==> config.mk <==
export PLATFORM = sky130hd
export DESIGN_NAME = pad_top
export DESIGN_NICKNAME = d
export VERILOG_FILES = /design/src/common/pad_pkg.sv /design/src/common/pad_regs_pkg.sv /design/src/pad_reader/pad_scanner.sv /design/src/pad_reader/pad_regs.sv /design/src/design/pad_top.sv
export SDC_FILE = /design/constraint.sdc
export NUM_CORES = 1
export LEC_CHECK = 0
export BUFFER_PORTS_ARGS = -buffer_cell sky130_fd_sc_hd__buf_2
export CAP_MARGIN = 0
export CORE_ASPECT_RATIO = 1.5
export CORE_MARGIN = 4
export CORE_UTILIZATION = 35
export CTS_BUF_LIST = sky130_fd_sc_hd__clkbuf_16
export DETAILED_ROUTE_END_ITERATION = 10
export GPL_TIMING_DRIVEN = 0
export PLACE_DENSITY_LB_ADDON = 0.05
export SYNTH_ARGS = -nofsm -noshare
export SYNTH_HDL_FRONTEND = slang
export SYNTH_SLANG_ARGS = --single-unit
==> constraint.sdc <==
create_clock -name clk_2x -period 5.7 [get_ports clk_2x]
set_clock_uncertainty 0.05 [all_clocks]
set_input_delay 1.14 -clock clk_2x [delete_from_list [all_inputs] [get_ports clk_2x]]
set_output_delay 1.14 -clock clk_2x [all_outputs]
set_load 0.02 [all_outputs]
==> src/common/pad_pkg.sv <==
//*********************************************************************
// Layout of a plain 12-bit latch-and-clock gamepad, two pads per port
// Button positions follow shift order, bit 0 is the first bit out
// Pads with more than 12 bits are not supported
//*********************************************************************

`default_nettype none

package pad_pkg;

    // Bits shifted out of each pad in one scan
    localparam int unsigned PAD_BITS = 12;

    // Number of pads sharing pad_latch and pad_clk
    localparam int unsigned PAD_COUNT = 2;

    // Button positions in the pad word
    // The first four come out while the d-pad is still waiting
    localparam int unsigned BTN_B      = 0;
    localparam int unsigned BTN_Y      = 1;
    localparam int unsigned BTN_SELECT = 2;
    localparam int unsigned BTN_START  = 3;

    // Directional pad
    localparam int unsigned BTN_UP     = 4;
    localparam int unsigned BTN_DOWN   = 5;
    localparam int unsigned BTN_LEFT   = 6;
    localparam int unsigned BTN_RIGHT  = 7;

    // Face buttons and shoulders close the word
    localparam int unsigned BTN_A      = 8;
    localparam int unsigned BTN_X      = 9;
    localparam int unsigned BTN_L      = 10;
    localparam int unsigned BTN_R      = 11;

endpackage

`default_nettype wire

==> src/common/pad_regs_pkg.sv <==
//*********************************************************************
// APB register map of the gamepad block, byte offsets on an 8-bit bus
// Only the offsets listed here decode, all others give pslverr
//*********************************************************************

`default_nettype none

package pad_regs_pkg;

    localparam int unsigned APB_ADDR_W = 8;
    localparam int unsigned APB_DATA_W = 32;

    // Register offsets
    localparam logic [APB_ADDR_W-1:0] REG_CTRL     = 8'h00;
    localparam logic [APB_ADDR_W-1:0] REG_STATUS   = 8'h04;
    localparam logic [APB_ADDR_W-1:0] REG_PAD0     = 8'h08;
    localparam logic [APB_ADDR_W-1:0] REG_PAD1     = 8'h0C;
    localparam logic [APB_ADDR_W-1:0] REG_PRESSED0 = 8'h10;
    localparam logic [APB_ADDR_W-1:0] REG_PRESSED1 = 8'h14;

    // CTRL bits, start is write-one and reads back as 0
    localparam int unsigned CTRL_ENABLE_BIT = 0;
    localparam int unsigned CTRL_START_BIT  = 1;

    // STATUS bits, new_data clears when STATUS is read
    localparam int unsigned STAT_BUSY_BIT = 0;
    localparam int unsigned STAT_NEW_BIT  = 1;

endpackage

`default_nettype wire

==> src/pad_reader/pad_scanner.sv <==
//*********************************************************************
// Latch-and-clock scan of two serial gamepads, data lines active low
// CLK_DIV is the half period of pad_clk in clk_2x cycles, at least 2
// A scan takes 26*CLK_DIV cycles, SCAN_GAP idles between scans
//*********************************************************************

`timescale 1ns/10ps
`default_nettype none

module pad_scanner #(
    parameter int unsigned CLK_DIV  = 6,
    parameter int unsigned SCAN_GAP = 4096
) (
    input  wire                               clk_2x,
    input  wire                               reset,
    input  wire                               scan_enable,
    input  wire                               scan_start,
    output logic                              busy,
    output logic                              scan_done,
    output logic [pad_pkg::PAD_BITS-1:0]      pad0_state,
    output logic [pad_pkg::PAD_BITS-1:0]      pad1_state,
    output logic                              pad_latch,
    output logic                              pad_clk,
    input  wire  [pad_pkg::PAD_COUNT-1:0]     pad_data
);
    import pad_pkg::*;

    localparam int unsigned DIV_W = $clog2(2 * CLK_DIV);
    localparam int unsigned GAP_W = (SCAN_GAP > 0) ? $clog2(SCAN_GAP + 1) : 1;
    localparam int unsigned BIT_W = $clog2(PAD_BITS);

    localparam logic [DIV_W-1:0] LATCH_LAST = DIV_W'(2 * CLK_DIV - 1);
    localparam logic [DIV_W-1:0] HALF_LAST  = DIV_W'(CLK_DIV - 1);
    localparam logic [BIT_W-1:0] BIT_LAST   = BIT_W'(PAD_BITS - 1);
    localparam logic [GAP_W-1:0] GAP_LOAD   = GAP_W'(SCAN_GAP);

    // Phase bits are {busy, latch, clock low}, so the pad lines come
    // straight from flops and cannot glitch on a phase change
    localparam logic [2:0] PH_IDLE  = 3'b000;
    localparam logic [2:0] PH_LATCH = 3'b110;
    localparam logic [2:0] PH_LOW   = 3'b101;
    localparam logic [2:0] PH_HIGH  = 3'b100;

    logic [2:0]          phase;
    logic [DIV_W-1:0]    div_cnt;
    logic [BIT_W-1:0]    bit_cnt;
    logic [GAP_W-1:0]    gap_cnt;
    logic [PAD_BITS-1:0] shift0;
    logic [PAD_BITS-1:0] shift1;
    logic                start_cond;
    logic                sample_en;
    logic                scan_last;

    assign busy      = phase[2];
    assign pad_latch = phase[1];
    assign pad_clk   = ~phase[0];

    // A request is taken only while idle, enable waits for the gap
    assign start_cond = (phase == PH_IDLE) &&
                        (scan_start || (scan_enable && gap_cnt == '0));

    // Last cycle of a low half, the pad has settled on the current bit
    assign sample_en = (phase == PH_LOW) && (div_cnt == HALF_LAST);

    // Last cycle of the final high half
    assign scan_last = (phase == PH_HIGH) && (div_cnt == HALF_LAST) &&
                       (bit_cnt == BIT_LAST);

    always_ff @(posedge clk_2x) begin
        if (reset) begin
            phase     <= PH_IDLE;
            div_cnt   <= '0;
            bit_cnt   <= '0;
            gap_cnt   <= '0;
            scan_done <= 1'b0;
        end else begin
            scan_done <= 1'b0;
            // The gap runs down on its own and is reloaded when a scan ends
            if (gap_cnt != '0) begin
                gap_cnt <= gap_cnt - 1'b1;
            end
            case (phase)
                PH_IDLE: begin
                    if (start_cond) begin
                        phase   <= PH_LATCH;
                        div_cnt <= '0;
                    end
                end
                PH_LATCH: begin
                    if (div_cnt == LATCH_LAST) begin
                        phase   <= PH_LOW;
                        div_cnt <= '0;
                        bit_cnt <= '0;
                    end else begin
                        div_cnt <= div_cnt + 1'b1;
                    end
                end
                PH_LOW: begin
                    if (div_cnt == HALF_LAST) begin
                        phase   <= PH_HIGH;
                        div_cnt <= '0;
                    end else begin
                        div_cnt <= div_cnt + 1'b1;
                    end
                end
                default: begin
                    // Clock high half, the rising edge moves the pads on
                    if (div_cnt == HALF_LAST) begin
                        div_cnt <= '0;
                        if (scan_last) begin
                            phase     <= PH_IDLE;
                            scan_done <= 1'b1;
                            gap_cnt   <= GAP_LOAD;
                        end else begin
                            phase   <= PH_LOW;
                            bit_cnt <= bit_cnt + 1'b1;
                        end
                    end else begin
                        div_cnt <= div_cnt + 1'b1;
                    end
                end
            endcase
        end
    end

    // Bits enter at the top and move down, so bit 0 ends at position 0
    // Pad lines are active low and are inverted on the way in
    always_ff @(posedge clk_2x) begin
        if (sample_en) begin
            shift0 <= {~pad_data[0], shift0[PAD_BITS-1:1]};
            shift1 <= {~pad_data[1], shift1[PAD_BITS-1:1]};
        end
        // Published on the same edge that raises scan_done
        if (scan_last) begin
            pad0_state <= shift0;
            pad1_state <= shift1;
        end
    end

endmodule

`default_nettype wire

==> src/pad_reader/pad_regs.sv <==
//*********************************************************************
// APB register block of the gamepad reader, no wait states
// PRESSED and STATUS new_data clear on read, a scan in the same cycle
// keeps its new bits. Unmapped offsets give pslverr and read 0
//*********************************************************************

`timescale 1ns/10ps
`default_nettype none

module pad_regs (
    input  wire                                  clk_2x,
    input  wire                                  reset,
    input  wire                                  psel,
    input  wire                                  penable,
    input  wire                                  pwrite,
    input  wire  [pad_regs_pkg::APB_ADDR_W-1:0]  paddr,
    input  wire  [pad_regs_pkg::APB_DATA_W-1:0]  pwdata,
    output logic [pad_regs_pkg::APB_DATA_W-1:0]  prdata,
    output logic                                 pready,
    output logic                                 pslverr,
    output logic                                 scan_enable,
    output logic                                 scan_start,
    input  wire                                  busy,
    input  wire                                  scan_done,
    input  wire  [pad_pkg::PAD_BITS-1:0]         pad0_state,
    input  wire  [pad_pkg::PAD_BITS-1:0]         pad1_state
);
    import pad_pkg::*;
    import pad_regs_pkg::*;

    logic                access;
    logic                addr_hit;
    logic                wr_en;
    logic                rd_en;
    logic                new_data;
    logic [PAD_BITS-1:0] pad0_reg;
    logic [PAD_BITS-1:0] pad1_reg;
    logic [PAD_BITS-1:0] pressed0;
    logic [PAD_BITS-1:0] pressed1;
    logic [PAD_BITS-1:0] edges0;
    logic [PAD_BITS-1:0] edges1;

    // The access phase always completes in one cycle
    assign pready = 1'b1;

    assign access = psel & penable;
    assign wr_en  = access & pwrite & addr_hit;
    assign rd_en  = access & ~pwrite & addr_hit;

    assign pslverr = access & ~addr_hit;

    // Buttons that are down now and were up in the previous scan
    assign edges0 = pad0_state & ~pad0_reg;
    assign edges1 = pad1_state & ~pad1_reg;

    // Read mux doubles as the address decoder
    always_comb begin
        prdata   = '0;
        addr_hit = 1'b1;
        case (paddr)
            REG_CTRL: begin
                prdata[CTRL_ENABLE_BIT] = scan_enable;
            end
            REG_STATUS: begin
                prdata[STAT_BUSY_BIT] = busy;
                prdata[STAT_NEW_BIT]  = new_data;
            end
            REG_PAD0:     prdata[PAD_BITS-1:0] = pad0_reg;
            REG_PAD1:     prdata[PAD_BITS-1:0] = pad1_reg;
            REG_PRESSED0: prdata[PAD_BITS-1:0] = pressed0;
            REG_PRESSED1: prdata[PAD_BITS-1:0] = pressed1;
            default:      addr_hit = 1'b0;
        endcase
    end

    always_ff @(posedge clk_2x) begin
        if (reset) begin
            scan_enable <= 1'b0;
            scan_start  <= 1'b0;
            new_data    <= 1'b0;
            pad0_reg    <= '0;
            pad1_reg    <= '0;
            pressed0    <= '0;
            pressed1    <= '0;
        end else begin
            // Start is a single pulse and never stored
            scan_start <= wr_en && (paddr == REG_CTRL) && pwdata[CTRL_START_BIT];
            if (wr_en && paddr == REG_CTRL) begin
                scan_enable <= pwdata[CTRL_ENABLE_BIT];
            end

            // Set wins over the clearing read
            if (scan_done) begin
                new_data <= 1'b1;
            end else if (rd_en && paddr == REG_STATUS) begin
                new_data <= 1'b0;
            end

            if (scan_done) begin
                pad0_reg <= pad0_state;
                pad1_reg <= pad1_state;
            end

            // Clear first, then OR in any edges from a scan ending now
            pressed0 <= ((rd_en && paddr == REG_PRESSED0) ? '0 : pressed0) |
                        (scan_done ? edges0 : '0);
            pressed1 <= ((rd_en && paddr == REG_PRESSED1) ? '0 : pressed1) |
                        (scan_done ? edges1 : '0);
        end
    end

endmodule

`default_nettype wire

==> src/design/pad_top.sv <==
//*********************************************************************
// Gamepad reader, APB registers beside a two-pad scan sequencer
// CLK_DIV must be at least 2, SCAN_GAP may be 0
//*********************************************************************

`timescale 1ns/10ps
`default_nettype none

module pad_top #(
    parameter int unsigned CLK_DIV  = 6,
    parameter int unsigned SCAN_GAP = 4096
) (
    input  wire                                  clk_2x,
    input  wire                                  reset,
    input  wire                                  psel,
    input  wire                                  penable,
    input  wire                                  pwrite,
    input  wire  [pad_regs_pkg::APB_ADDR_W-1:0]  paddr,
    input  wire  [pad_regs_pkg::APB_DATA_W-1:0]  pwdata,
    output logic [pad_regs_pkg::APB_DATA_W-1:0]  prdata,
    output logic                                 pready,
    output logic                                 pslverr,
    output logic                                 pad_latch,
    output logic                                 pad_clk,
    input  wire  [pad_pkg::PAD_COUNT-1:0]        pad_data
);
    import pad_pkg::*;

    // Control from the registers, results back from the scanner
    logic                scan_enable;
    logic                scan_start;
    logic                busy;
    logic                scan_done;
    logic [PAD_BITS-1:0] pad0_state;
    logic [PAD_BITS-1:0] pad1_state;

    pad_regs pad_regs_i (
        .clk_2x      (clk_2x),
        .reset       (reset),
        .psel        (psel),
        .penable     (penable),
        .pwrite      (pwrite),
        .paddr       (paddr),
        .pwdata      (pwdata),
        .prdata      (prdata),
        .pready      (pready),
        .pslverr     (pslverr),
        .scan_enable (scan_enable),
        .scan_start  (scan_start),
        .busy        (busy),
        .scan_done   (scan_done),
        .pad0_state  (pad0_state),
        .pad1_state  (pad1_state)
    );

    pad_scanner #(
        .CLK_DIV  (CLK_DIV),
        .SCAN_GAP (SCAN_GAP)
    ) pad_scanner_i (
        .clk_2x      (clk_2x),
        .reset       (reset),
        .scan_enable (scan_enable),
        .scan_start  (scan_start),
        .busy        (busy),
        .scan_done   (scan_done),
        .pad0_state  (pad0_state),
        .pad1_state  (pad1_state),
        .pad_latch   (pad_latch),
        .pad_clk     (pad_clk),
        .pad_data    (pad_data)
    );

endmodule

`default_nettype wire

==> reports/metrics.cfg, run 1 <==
[power]
p_leak_nw=2.29
p_switching_w=0.000767
seqPwrFrac_pct=40.0
combPwrFrac_pct=20.9
sw_frac_of_total_pct=30.1
p_clk_share_pct=39.2
ir_drop_v=0.000184
total_power_w=0.00255
intPower_w=0.00178
powerDensity_nw_per_um2=403

[global_routing]
gr-total-overflow=0
met1_usage_pct=18.7
grt_usage_pct=16.5
grt_busiest_layer=met2
antenna_found_initial=1
grt_pass1_vias=3797
grt_max_degree=25
grt_pass1_wl_um=21000
use_met3_pct=4.42
grtUsageMet2_pct=29.6

[worst_setup_path]
setup.worst_path.start_class=primary input
timing.rr.start=pad_scanner_i.div_cnt[1]$_SDFFE_PP0P_
cp.required_ns=4.51
cp_max_fo=10
reg2reg_depth=5
critical_path_class=primary input to primary output
cp-end-kind=primary output
rr_endpoint=pad_scanner_i.pad0_state[0]$_DFFE_PN_
crit_arrival_ns=3.09
rrSetupSlack_ns=2.94

[layout]
fin_util_pct=43.2
final_cell_mix=dfxtp_1 (76), nor2_1 (69), edfxtp_1 (48), mux2i_1 (34), buf_2 (34)
area_delta_synth_final_pct=19.6
largest_reg_flops=13
antenna_cells=0
fill_cells=1442
regMostFlops=pad_scanner_i.gap_cnt
final_common_cell=dfxtp_1
drive_above_1_share_pct=18.8
fin_area_um2=6330
final_nets=605

[sta]
fin_tns_setup_ns=0
period_share_pct=75.0
worst_pin_slew_ns=1.13
final.min_clock_period_ns=4.28
setup_viol=0
worst_slack_ns=1.42
drv_slew=0
rsz0062_at_grt=no
max_freq_mhz=234
hold_viol_final=0
max_slew_margin_pct=24.8

[die]
start_util_pct=36.1
ios=83
rows=54
core_region_area_um2=14700
die_x_um=108
die_h_um=159
dieArea_um2=17200

[synth]
postSynthAreaPerCell_um2=11.0
seq_area_frac_synth_pct=56.0
async_flop_share_pct=0
ys_ff_latch=124
synth_edf_count=48
ys_types=61
syn_inst=483
yosysWarnings=0
ys.flop_type=dfxtp_1
netlist_area_um2=5290

[placed_design]
port_buffers=29
place_ws_ns=1.41
hpwl_um=9520
routabilityCongestion=0.734
placed_area_um2=5780

[job]
cap_violations=0

[routing]
avgViaCountPerCell=4.98
ant_nets=0
drc=0
wl_per_cell_um=17.6
drt_iter0_markers=283
dr_total_vias=3781
first_pass_iters=4
wl_um=13400

[clocking]
cts_setup_buffers=0
post_cts_resize_count=0
root_buffer=clkbuf_16
clk_pin_slew_ns=0.05
cts_tree=done
clk_path_buf_depth=2
clock_latency_ns=0.42
ctsHoldBuffers=0
cts_made_buffers=17
clock_sinks=124
htree_levels=4

[hold_path]
worstHoldPathType=flip-flop to flip-flop
hold_depth=0
hold_path_end=pad_scanner_i.pad0_state[0]$_DFFE_PN_
hp-start=pad_scanner_i.shift0[0]$_DFFE_PP_

[run_status]
status=finished clean

==> critical path: stages <==
cell and delay, ns:
buf_2 0.12, or4_4 0.57, nor4b_2 0.38, buf_2 0.36
a22oi_1 0.13, o21ai_0 0.15, buf_2 0.24
==> through the flow <==
| stage | cells | hold WS [ns] |
|---|---|---|
| finish | 760 | 0.372 |
| global route | 760 | 0.388 |
| CTS | 760 | 0.378 |
| detailed placement | 729 | 0.365 |
| global placement | 727 | 0.357 |
| floorplan | 502 | 0.350 |
==> power by group through the flow <==
stage          combinational [W]  clock [W]  sequential (W)
3_3_place_gp            0.000523          0         0.00104
5_1_grt                 0.000596    0.00107         0.00103
4_1_cts                 0.000535    0.00102         0.00102
6_report                0.000532   0.000999         0.00102
2_1_floorplan           0.000426          0         0.00103
3_5_place_dp            0.000532          0         0.00104
==> Yosys cell counts (2+ instances only) <==
cell type	instances	area, um^2
a2111oi_2	3	45.0
a211oi_1	3	22.5
a21o_1	2	15.0
a21oi_1	14	70.1
a221o_1	4	40.0
a221oi_1	2	17.5
a22oi_1	11	82.6
a311oi_1	3	26.3
a31oi_1	3	18.8
a32oi_1	23	201
and3b_1	3	26.3
buf_1	2	7.51
buf_2	5	25.0
buf_4	21	158
clkbuf_1	19	71.3
conb_1	2	7.51
dfxtp_1	76	1520
edfxtp_1	48	1440
ha_1	6	75.1
inv_1	33	124
mux2i_1	34	340
nand2_1	9	33.8
nand2b_1	7	43.8
nand3_1	5	25.0
nand3b_1	4	30.0
nand4_1	2	12.5
nand4b_1	3	26.3
nor2_1	69	259
nor2b_1	2	12.5
nor3_1	4	20.0
nor4_1	2	12.5
o211ai_1	2	15.0
o21ai_0	10	50.1
or2_2	4	25.0
or3_1	4	25.0
or4_1	6	45.0
or4_4	2	22.5
xnor2_1	8	70.1
==> per-layer routing <==
layer | vias up | wire length [um]
met5 | - | 8
met4 | 2 | 195
met3 | 17 | 551
met2 | 71 | 7110
met1 | 1843 | 5550
li1 | 1848 | -
==> logic make-up after synthesis <==
group,share of synthesized area (%)
buffers and inverters,7.49
and+or+nand+nor,13.6
other,0.142
muxes,7.07
AOI/OAI and AO/OA,12.8
DFF,56.0
adders and majority gates,1.42
xor gates and xnor gates,1.49
==> final cells by class <==
class                           instances  area (um^2)  area share, %
Buffer                                 48          273           4.31
Clock buffer                           17          425           6.72
Clock inverter                         14          123           1.94
Inverter                               33          124           1.96
Multi-Input combinational cell        297         2010           31.8
Sequential cell                       124         2960           46.8
Tap cell                              196          245           3.87
Timing Repair Buffer                   31          168           2.65
==> worst max path at each step <==
stage / startpoint / endpoint / slack, ns / cells after the start
CTS: paddr[5] / prdata[3] / 1.40 / 7
global route: paddr[3] / prdata[3] / 1.31 / 6
detailed placement: paddr[5] / prdata[3] / 1.41 / 7
finish: paddr[5] / prdata[3] / 1.42 / 7
floorplan: paddr[4] / prdata[10] / 1.89 / 6
global placement: paddr[5] / prdata[3] / 1.43 / 7
Power figures use the tool's default switching activity.
==> inputs of run 2 (changes only) <==
- ABC_AREA: not set -> 1
- clock period: 5.7 -> 3.79 ns (I/O delays scaled with it)
==> reports/metrics.cfg, run 2 <==
[synth]
yosys-top-cells-area=dfxtp_1 (28%), edfxtp_1 (27%), nand2_1 (9.1%)  ; was dfxtp_1 (29%), edfxtp_1 (27%), mux2i_1 (6.4%)
seq_area_frac_synth_pct=54.5  ; was 56.0%
ys_ff_latch=124  ; unchanged
synth_edf_count=48  ; unchanged
synth.top_cell.area_share_pct=28.0  ; was 28.7%
ys.flop_type=dfxtp_1  ; unchanged
synthTopCellsByCount=nand2_1 (131), dfxtp_1 (76), a21oi_1 (51)  ; was dfxtp_1 (76), nor2_1 (69), edfxtp_1 (48)
postSynthAreaPerCell_um2=9.26  ; was 11.0 um^2
syn_inst=587  ; was 483
netlist_area_um2=5430  ; was 5290 um^2
synth.most_common_cell=nand2_1  ; was dfxtp_1
async_flop_share_pct=0  ; unchanged
ys_types=36  ; was 61
yosysTopAreaCell=dfxtp_1  ; unchanged
yosysWarnings=0  ; unchanged

[sta]
worst_slack_ns=0.798  ; was 1.42 ns
final.min_clock_period_ns=2.99
setup_viol=0  ; unchanged
hold_viol_final=0  ; unchanged
max_freq_mhz=334
max_slew_margin_pct=25.4  ; was 24.8%
worst_pin_slew_ns=1.12  ; was 1.13 ns
rsz0062_at_grt=no  ; unchanged
drv_slew=0  ; unchanged
period_share_pct=78.9

[placed_design]
routabilityCongestion=0.811  ; was 0.734
hpwl_um=9280  ; was 9520 um
placed_cells=837  ; was 729
place_ws_ns=0.766  ; was 1.41 ns
port_buffers=30  ; was 29

[layout]
final_nets=710  ; was 605
regMostFlops=pad_scanner_i.gap_cnt  ; unchanged
drive_above_1_share_pct=26.4  ; was 18.8%
largest_reg_flops=13  ; unchanged
final_common_cell=nand2_1  ; was dfxtp_1
antenna_cells=0  ; unchanged
final_cells=869  ; was 760
area_delta_synth_final_pct=19.0  ; was 19.6%
fin_util_pct=42.7  ; was 43.2%
fill_cells=1560  ; was 1442
final_cell_mix=nand2_1 (131), dfxtp_1 (76), a21oi_1 (51), edfxtp_1 (48), inv_1 (43)  ; was dfxtp_1 (76), nor2_1 (69), edfxtp_1 (48), mux2i_1 (34), buf_2 (34)

[worst_setup_path]
cp_top_family=buffers and inverters  ; was simple AND/OR/NAND/NOR gates
slowest_stage=o2111ai_1  ; was or4_4
cp-end-kind=primary output  ; unchanged
max_stage_delay_ns=0.31  ; was 0.57 ns
rr_endpoint=pad_scanner_i.pad0_state[10]$_DFFE_PN_  ; was pad_scanner_i.pad0_state[0]$_DFFE_PN_
critical_path_class=primary input to primary output  ; unchanged
cp_max_fo=10  ; unchanged
crit_buf_inv=4  ; was 3
crit_path_frequent_cell=buf_2  ; unchanged
crit_chain=buf_2 > nor2_2 > nand2_2 > nor2_1 > inv_1 > clkbuf_1 > o2111ai_1 > buf_2  ; was buf_2 > or4_4 > nor4b_2 > buf_2 > a22oi_1 > o21ai_0 > buf_2
reg2reg_depth=5  ; unchanged
timing.rr.start=pad_scanner_i.div_cnt[0]$_SDFFE_PP0P_  ; was pad_scanner_i.div_cnt[1]$_SDFFE_PP0P_
crit_arrival_ns=2.18  ; was 3.09 ns
cp.required_ns=2.98  ; was 4.51 ns
setup.worst_path.start_class=primary input  ; unchanged
rrSetupSlack_ns=1.30  ; was 2.94 ns

[routing]
dr_total_vias=4020  ; was 3781
drt_iter0_markers=159  ; was 283
wl_per_cell_um=14.3  ; was 17.6 um
avgViaCountPerCell=4.63  ; was 4.98
ant_nets=0  ; unchanged
wl_um=12400  ; was 13400 um
drc=0  ; unchanged
first_pass_iters=4  ; unchanged

[die]
dieArea_um2=17600  ; was 17200 um^2
die_h_um=161  ; was 159 um
core_region_area_um2=15100  ; was 14700 um^2
die_x_um=110  ; was 108 um
start_util_pct=35.9  ; was 36.1%
ios=83  ; unchanged
rows=55  ; was 54

[clocking]
htree_levels=4  ; unchanged
cts_made_buffers=17  ; unchanged
ctsHoldBuffers=0  ; unchanged
cts_tree=done  ; unchanged
post_cts_resize_count=0  ; unchanged
clock_sinks=124  ; unchanged
clk_pin_slew_ns=0.05  ; about the same
root_buffer=clkbuf_16  ; unchanged
clock_latency_ns=0.42  ; about the same
cts_setup_buffers=0  ; unchanged
clk_path_buf_depth=2  ; unchanged

[power]
ir_drop_v=0.000281  ; was 0.000184 V
p_clk_share_pct=38.9  ; was 39.2%
powerDensity_nw_per_um2=580  ; was 403 nW/um^2
p_leak_nw=2.35  ; was 2.29 nW
p_switching_w=0.00114  ; was 0.000767 W
seqPwrFrac_pct=41.1  ; was 40.0%
total_power_w=0.00375  ; was 0.00255 W
intPower_w=0.00260  ; was 0.00178 W
combPwrFrac_pct=19.9  ; was 20.9%
sw_frac_of_total_pct=30.5  ; was 30.1%

[hold_path]
hold_path_end=pad_scanner_i.pad0_state[0]$_DFFE_PN_  ; unchanged
worstHoldPathType=flip-flop to flip-flop  ; unchanged
hold_depth=0  ; unchanged
hp-start=pad_scanner_i.shift0[0]$_DFFE_PP_  ; unchanged

[global_routing]
antenna_found_initial=0  ; was 1
grtUsageMet2_pct=26.1  ; was 29.6%
grt_usage_pct=15.1  ; was 16.5%
grt_busiest_layer=met2  ; unchanged
gr-total-overflow=0  ; unchanged
grt_pass1_wl_um=20100  ; was 21000 um
use_met3_pct=4.18  ; was 4.42%
met1_usage_pct=17.3  ; was 18.7%
grt_pass1_vias=4064  ; was 3797
grt_max_degree=26  ; was 25

[job]
cap_violations=0  ; unchanged

[run_status]
status=finished clean  ; unchanged

run 2: cell types whose count changed in the layout (fill, tap and decap cells not counted), moves of 18 or more:
cell	delta
nand2_1	+122
a21oi_1	+37
mux2i_1	-34
nor2_1	-30
nand2_2	+25
a32oi_1	-23
a21oi_2	+20
nand3_1	+18
run 2: layout make-up:
cell class                 instances  area, um^2  share of cell area [%]
sequential                       124        2960                    45.8
multi-input combinational        397        2120                    32.8
clock buffer                      17         425                    6.58
buffer                            41         260                    4.03
tap                              199         249                    3.85
timing repair buffer              32         173                    2.67
inverter                          44         165                    2.55
clock inverter                    15         109                    1.68
run 2: worst register-to-register path, cell delays in order, from the launching register on:
cell and delay (ns):
dfxtp_1 0.41, ha_1 0.20, nand2_1 0.12, nor2_4 0.18, nand3_2 0.25, inv_1 0.89
run 2: how the worst max path moves through the flow:
stage                                          startpoint  slack [ns]                                 to  depth (start not counted)
detailed placement                               paddr[7]        0.77                          prdata[3]                          8
CTS                                              paddr[7]        0.76                          prdata[3]                          8
floorplan           pad_scanner_i.div_cnt[0]$_SDFFE_PP0P_        0.95  pad_scanner_i.shift0[0]$_DFFE_PP_                          3
finish                                           paddr[7]        0.80                          prdata[3]                          8
global placement    pad_scanner_i.div_cnt[0]$_SDFFE_PP0P_       -0.15  pad_scanner_i.shift1[0]$_DFFE_PP_                          3
global route                                     paddr[7]        0.65                          prdata[3]                          8
run 2: power groups by stage:
stage / clock network (W) / logic [W] / registers (W)
5_1_grt: 0.00156 / 0.000852 / 0.00155
4_1_cts: 0.00150 / 0.000758 / 0.00154
2_1_floorplan: 0 / 0.000604 / 0.00155
3_5_place_dp: 0 / 0.000755 / 0.00157
3_3_place_gp: 0 / 0.000736 / 0.00157
6_report: 0.00146 / 0.000747 / 0.00154
run 2: per-stage QoR:
step	hold WS, ns	setup TNS, ns	cell area, um^2
6_report	0.366	0	6460
5_1_grt	0.372	0	6460
4_1_cts	0.368	0	6460
3_5_place_dp	0.355	0	5930
3_3_place_gp	0.358	-3.52	5900
2_1_floorplan	0.350	0	5500
run 2: layer usage:
| metal | share of wire (%) | vias to the layer above |
|---|---|---|
| met4 | 1.9 | 0 |
| met3 | 3.5 | 18 |
| met2 | 52 | 61 |
| met1 | 42 | 1904 |
| li1 | - | 2037 |
| met5 | 0 | - |
run 2: kinds of logic (layout without fill, tap and decap cells):
family	Yosys count	in the layout	share of synthesized area (%)
AND/OR/NAND/NOR	268	268	23.6
buffers and inverters	85	149	7.83
AO/OA/AOI/OAI	94	94	11.3
other	2	21	0.138
XOR/XNOR	8	8	1.29
flip-flops	124	124	54.5
adder cells (fa/ha/maj)	6	6	1.38
==> inputs of run 3 (changes only) <==
- clock period: 3.79 -> 2.5 ns (I/O delays scaled with it)
==> reports/metrics.cfg, run 3 (synthesis results as in run 2) <==
[run_status]
status=finished clean  ; unchanged

[sta]
period_share_pct=96.1
hold_slack_ns=0.273  ; was 0.366 ns
setup_viol=0  ; unchanged
worst_slack_ns=0.0984  ; was 0.798 ns
final.min_clock_period_ns=2.40
max_freq_mhz=416
hold_viol_final=0  ; unchanged
worst_pin_slew_ns=0.809  ; was 1.12 ns
drv_slew=0  ; unchanged
rsz0062_at_grt=no  ; unchanged
max_slew_margin_pct=46.0  ; was 25.4%

[worst_setup_path]
crit_path_frequent_cell=buf_2  ; unchanged
rrSetupSlack_ns=0.39  ; was 1.30 ns
cp-startpoint=paddr[5]  ; was paddr[7]
rr_endpoint=pad_scanner_i.pad1_state[0]$_DFFE_PN_  ; was pad_scanner_i.pad0_state[10]$_DFFE_PN_
crit_chain=buf_2 > nor2_1 > nand2_2 > nor2_2 > inv_1 > clkbuf_2 > o2111ai_1 > buf_2  ; was buf_2 > nor2_2 > nand2_2 > nor2_1 > inv_1 > clkbuf_1 > o2111ai_1 > buf_2
cp_top_family=buffers and inverters  ; unchanged
slowest_stage=o2111ai_1  ; unchanged
critical_path_class=primary input to primary output  ; unchanged
reg2reg_depth=5  ; unchanged
cp.required_ns=1.95  ; was 2.98 ns
setup.worst_path.start_class=primary input  ; unchanged
crit_buf_inv=4  ; unchanged
crit_arrival_ns=1.85  ; was 2.18 ns
max_stage_delay_ns=0.31  ; about the same
timing.rr.start=pad_scanner_i.div_cnt[0]$_SDFFE_PP0P_  ; unchanged
cp-end-kind=primary output  ; unchanged
cp_max_fo=10  ; unchanged

[clocking]
clk_pin_slew_ns=0.05  ; about the same
htree_levels=4  ; unchanged
clk_path_buf_depth=2  ; unchanged
cts_made_buffers=17  ; unchanged
root_buffer=clkbuf_16  ; unchanged
cts_tree=done  ; unchanged
ctsHoldBuffers=0  ; unchanged
clock_sinks=124  ; unchanged
clock_latency_ns=0.41  ; was 0.42 ns

[placed_design]
placed_area_um2=5940  ; was 5930 um^2
hpwl_um=9180  ; was 9280 um
port_buffers=30  ; unchanged
routabilityCongestion=0.822  ; was 0.811
place_ws_ns=-0.120  ; was 0.766 ns

[hold_path]
hp-start=pwdata[1]  ; was pad_scanner_i.shift0[0]$_DFFE_PP_
hold_depth=3  ; was 0
hold_path_end=pad_regs_i.scan_start$_SDFF_PP0_  ; was pad_scanner_i.pad0_state[0]$_DFFE_PN_
worstHoldPathType=primary input to flip-flop  ; was flip-flop to flip-flop

[power]
powerDensity_nw_per_um2=904  ; was 580 nW/um^2
total_power_w=0.00597  ; was 0.00375 W
intPower_w=0.00426  ; was 0.00260 W
seqPwrFrac_pct=39.1  ; was 41.1%
p_leak_nw=2.42  ; was 2.35 nW
p_clk_share_pct=42.1  ; was 38.9%
combPwrFrac_pct=18.8  ; was 19.9%
p_switching_w=0.00171  ; was 0.00114 W
ir_drop_v=0.000377  ; was 0.000281 V
sw_frac_of_total_pct=28.6  ; was 30.5%

[routing]
drt_iter0_markers=150  ; was 159
avgViaCountPerCell=4.53  ; was 4.63
wl_per_cell_um=14.3  ; about the same
dr_total_vias=3935  ; was 4020
ant_nets=0  ; unchanged
first_pass_iters=4  ; unchanged
wl_um=12400  ; about the same
drc=0  ; unchanged

[layout]
final_nets=710  ; unchanged
final_common_cell=nand2_1  ; unchanged
largest_reg_flops=13  ; unchanged
fin_area_um2=6600  ; was 6460 um^2
final_cell_mix=nand2_1 (131), dfxtp_1 (76), a21oi_1 (51), edfxtp_1 (48), inv_1 (45)  ; was nand2_1 (131), dfxtp_1 (76), a21oi_1 (51), edfxtp_1 (48), inv_1 (43)
antenna_cells=0  ; unchanged
regMostFlops=pad_scanner_i.gap_cnt  ; unchanged
drive_above_1_share_pct=27.6  ; was 26.4%
area_delta_synth_final_pct=21.4  ; was 19.0%
fin_util_pct=43.6  ; was 42.7%

[global_routing]
grt_max_degree=26  ; unchanged
grt_pass1_vias=4003  ; was 4064
grt_usage_pct=15.0  ; was 15.1%
grt_pass1_wl_um=20100  ; about the same
gr-total-overflow=0  ; unchanged
antenna_found_initial=0  ; unchanged

[die]
ios=83  ; unchanged
die_x_um=110  ; unchanged
dieArea_um2=17600  ; unchanged
rows=55  ; unchanged
start_util_pct=35.9  ; unchanged
core_region_area_um2=15100  ; unchanged
die_h_um=161  ; unchanged

[job]
cap_violations=0  ; unchanged

## run 3: changes by cell type in the layout (fill, tap and decap cells not counted), moves of 2 or more
cell / change
clkinv_4: +2
buf_6: -2
clkinv_2: -2
inv_1: +2
clkinv_1: -3
o2111ai_1: -5
o2111ai_2: +5
bufinv_16: +3
## run 3: worst max-delay path by stage
stage               slack, ns                                    end  cells after the start
detailed placement      -0.12  pad_scanner_i.pad1_state[6]$_DFFE_PN_                      5
global placement        -0.25      pad_scanner_i.shift1[0]$_DFFE_PP_                      3
finish                    0.1                              prdata[4]                      8
floorplan                0.39                             prdata[10]                      6
CTS                      0.02                              prdata[3]                      8
global route             0.01                              prdata[4]                      8
## run 3: final cells by class
cell class	count	area, um^2
sequential	124	2960
clock inverter	15	184
timing repair inverter	1	7.51
buffer	41	262
tap	199	249
fill	1548	8540
clock buffer	17	425
inverter	44	169
multi-input combinational	397	2160
timing repair buffer	31	178
## run 3: timing repair
item,CTS,global route
resized for setup,1,9
pin swaps,0,0
cloned,0,1
setup buffers,0,0
setup endpoints to repair,25,35
## run 3: stage by stage
step | std cells | setup TNS (ns)
floorplan | 606 | 0
global placement | 835 | -8.09
detailed placement | 836 | -2.79
CTS | 868 | 0
global route | 869 | 0
finish | 869 | 0
## run 3: metal layers
layer  GRT usage, %  wire length (um)
met5              0                 0
met2           26.0              6550
met4           6.75               246
met1           17.1              5280
met3           3.70               361
## run 3: worst reg2reg max path, delay by kind of cell, from the launching register on
kind                     cells  cell delay, ns
AND/OR/NAND/NOR              3            0.67
buffers and inverters        1            0.44
flip-flops                   1            0.40
adder cells (fa/ha/maj)      1            0.20
## run 3: power groups by stage
stage / Combinational [W] / Clock (W) / Sequential [W]
after CTS: 0.00114 / 0.00257 / 0.00234
final: 0.00112 / 0.00251 / 0.00233
after global placement: 0.00113 / 0 / 0.00237
after detailed placement: 0.00113 / 0 / 0.00238
after floorplan: 0.000915 / 0 / 0.00235
after global routing: 0.00130 / 0.00267 / 0.00236
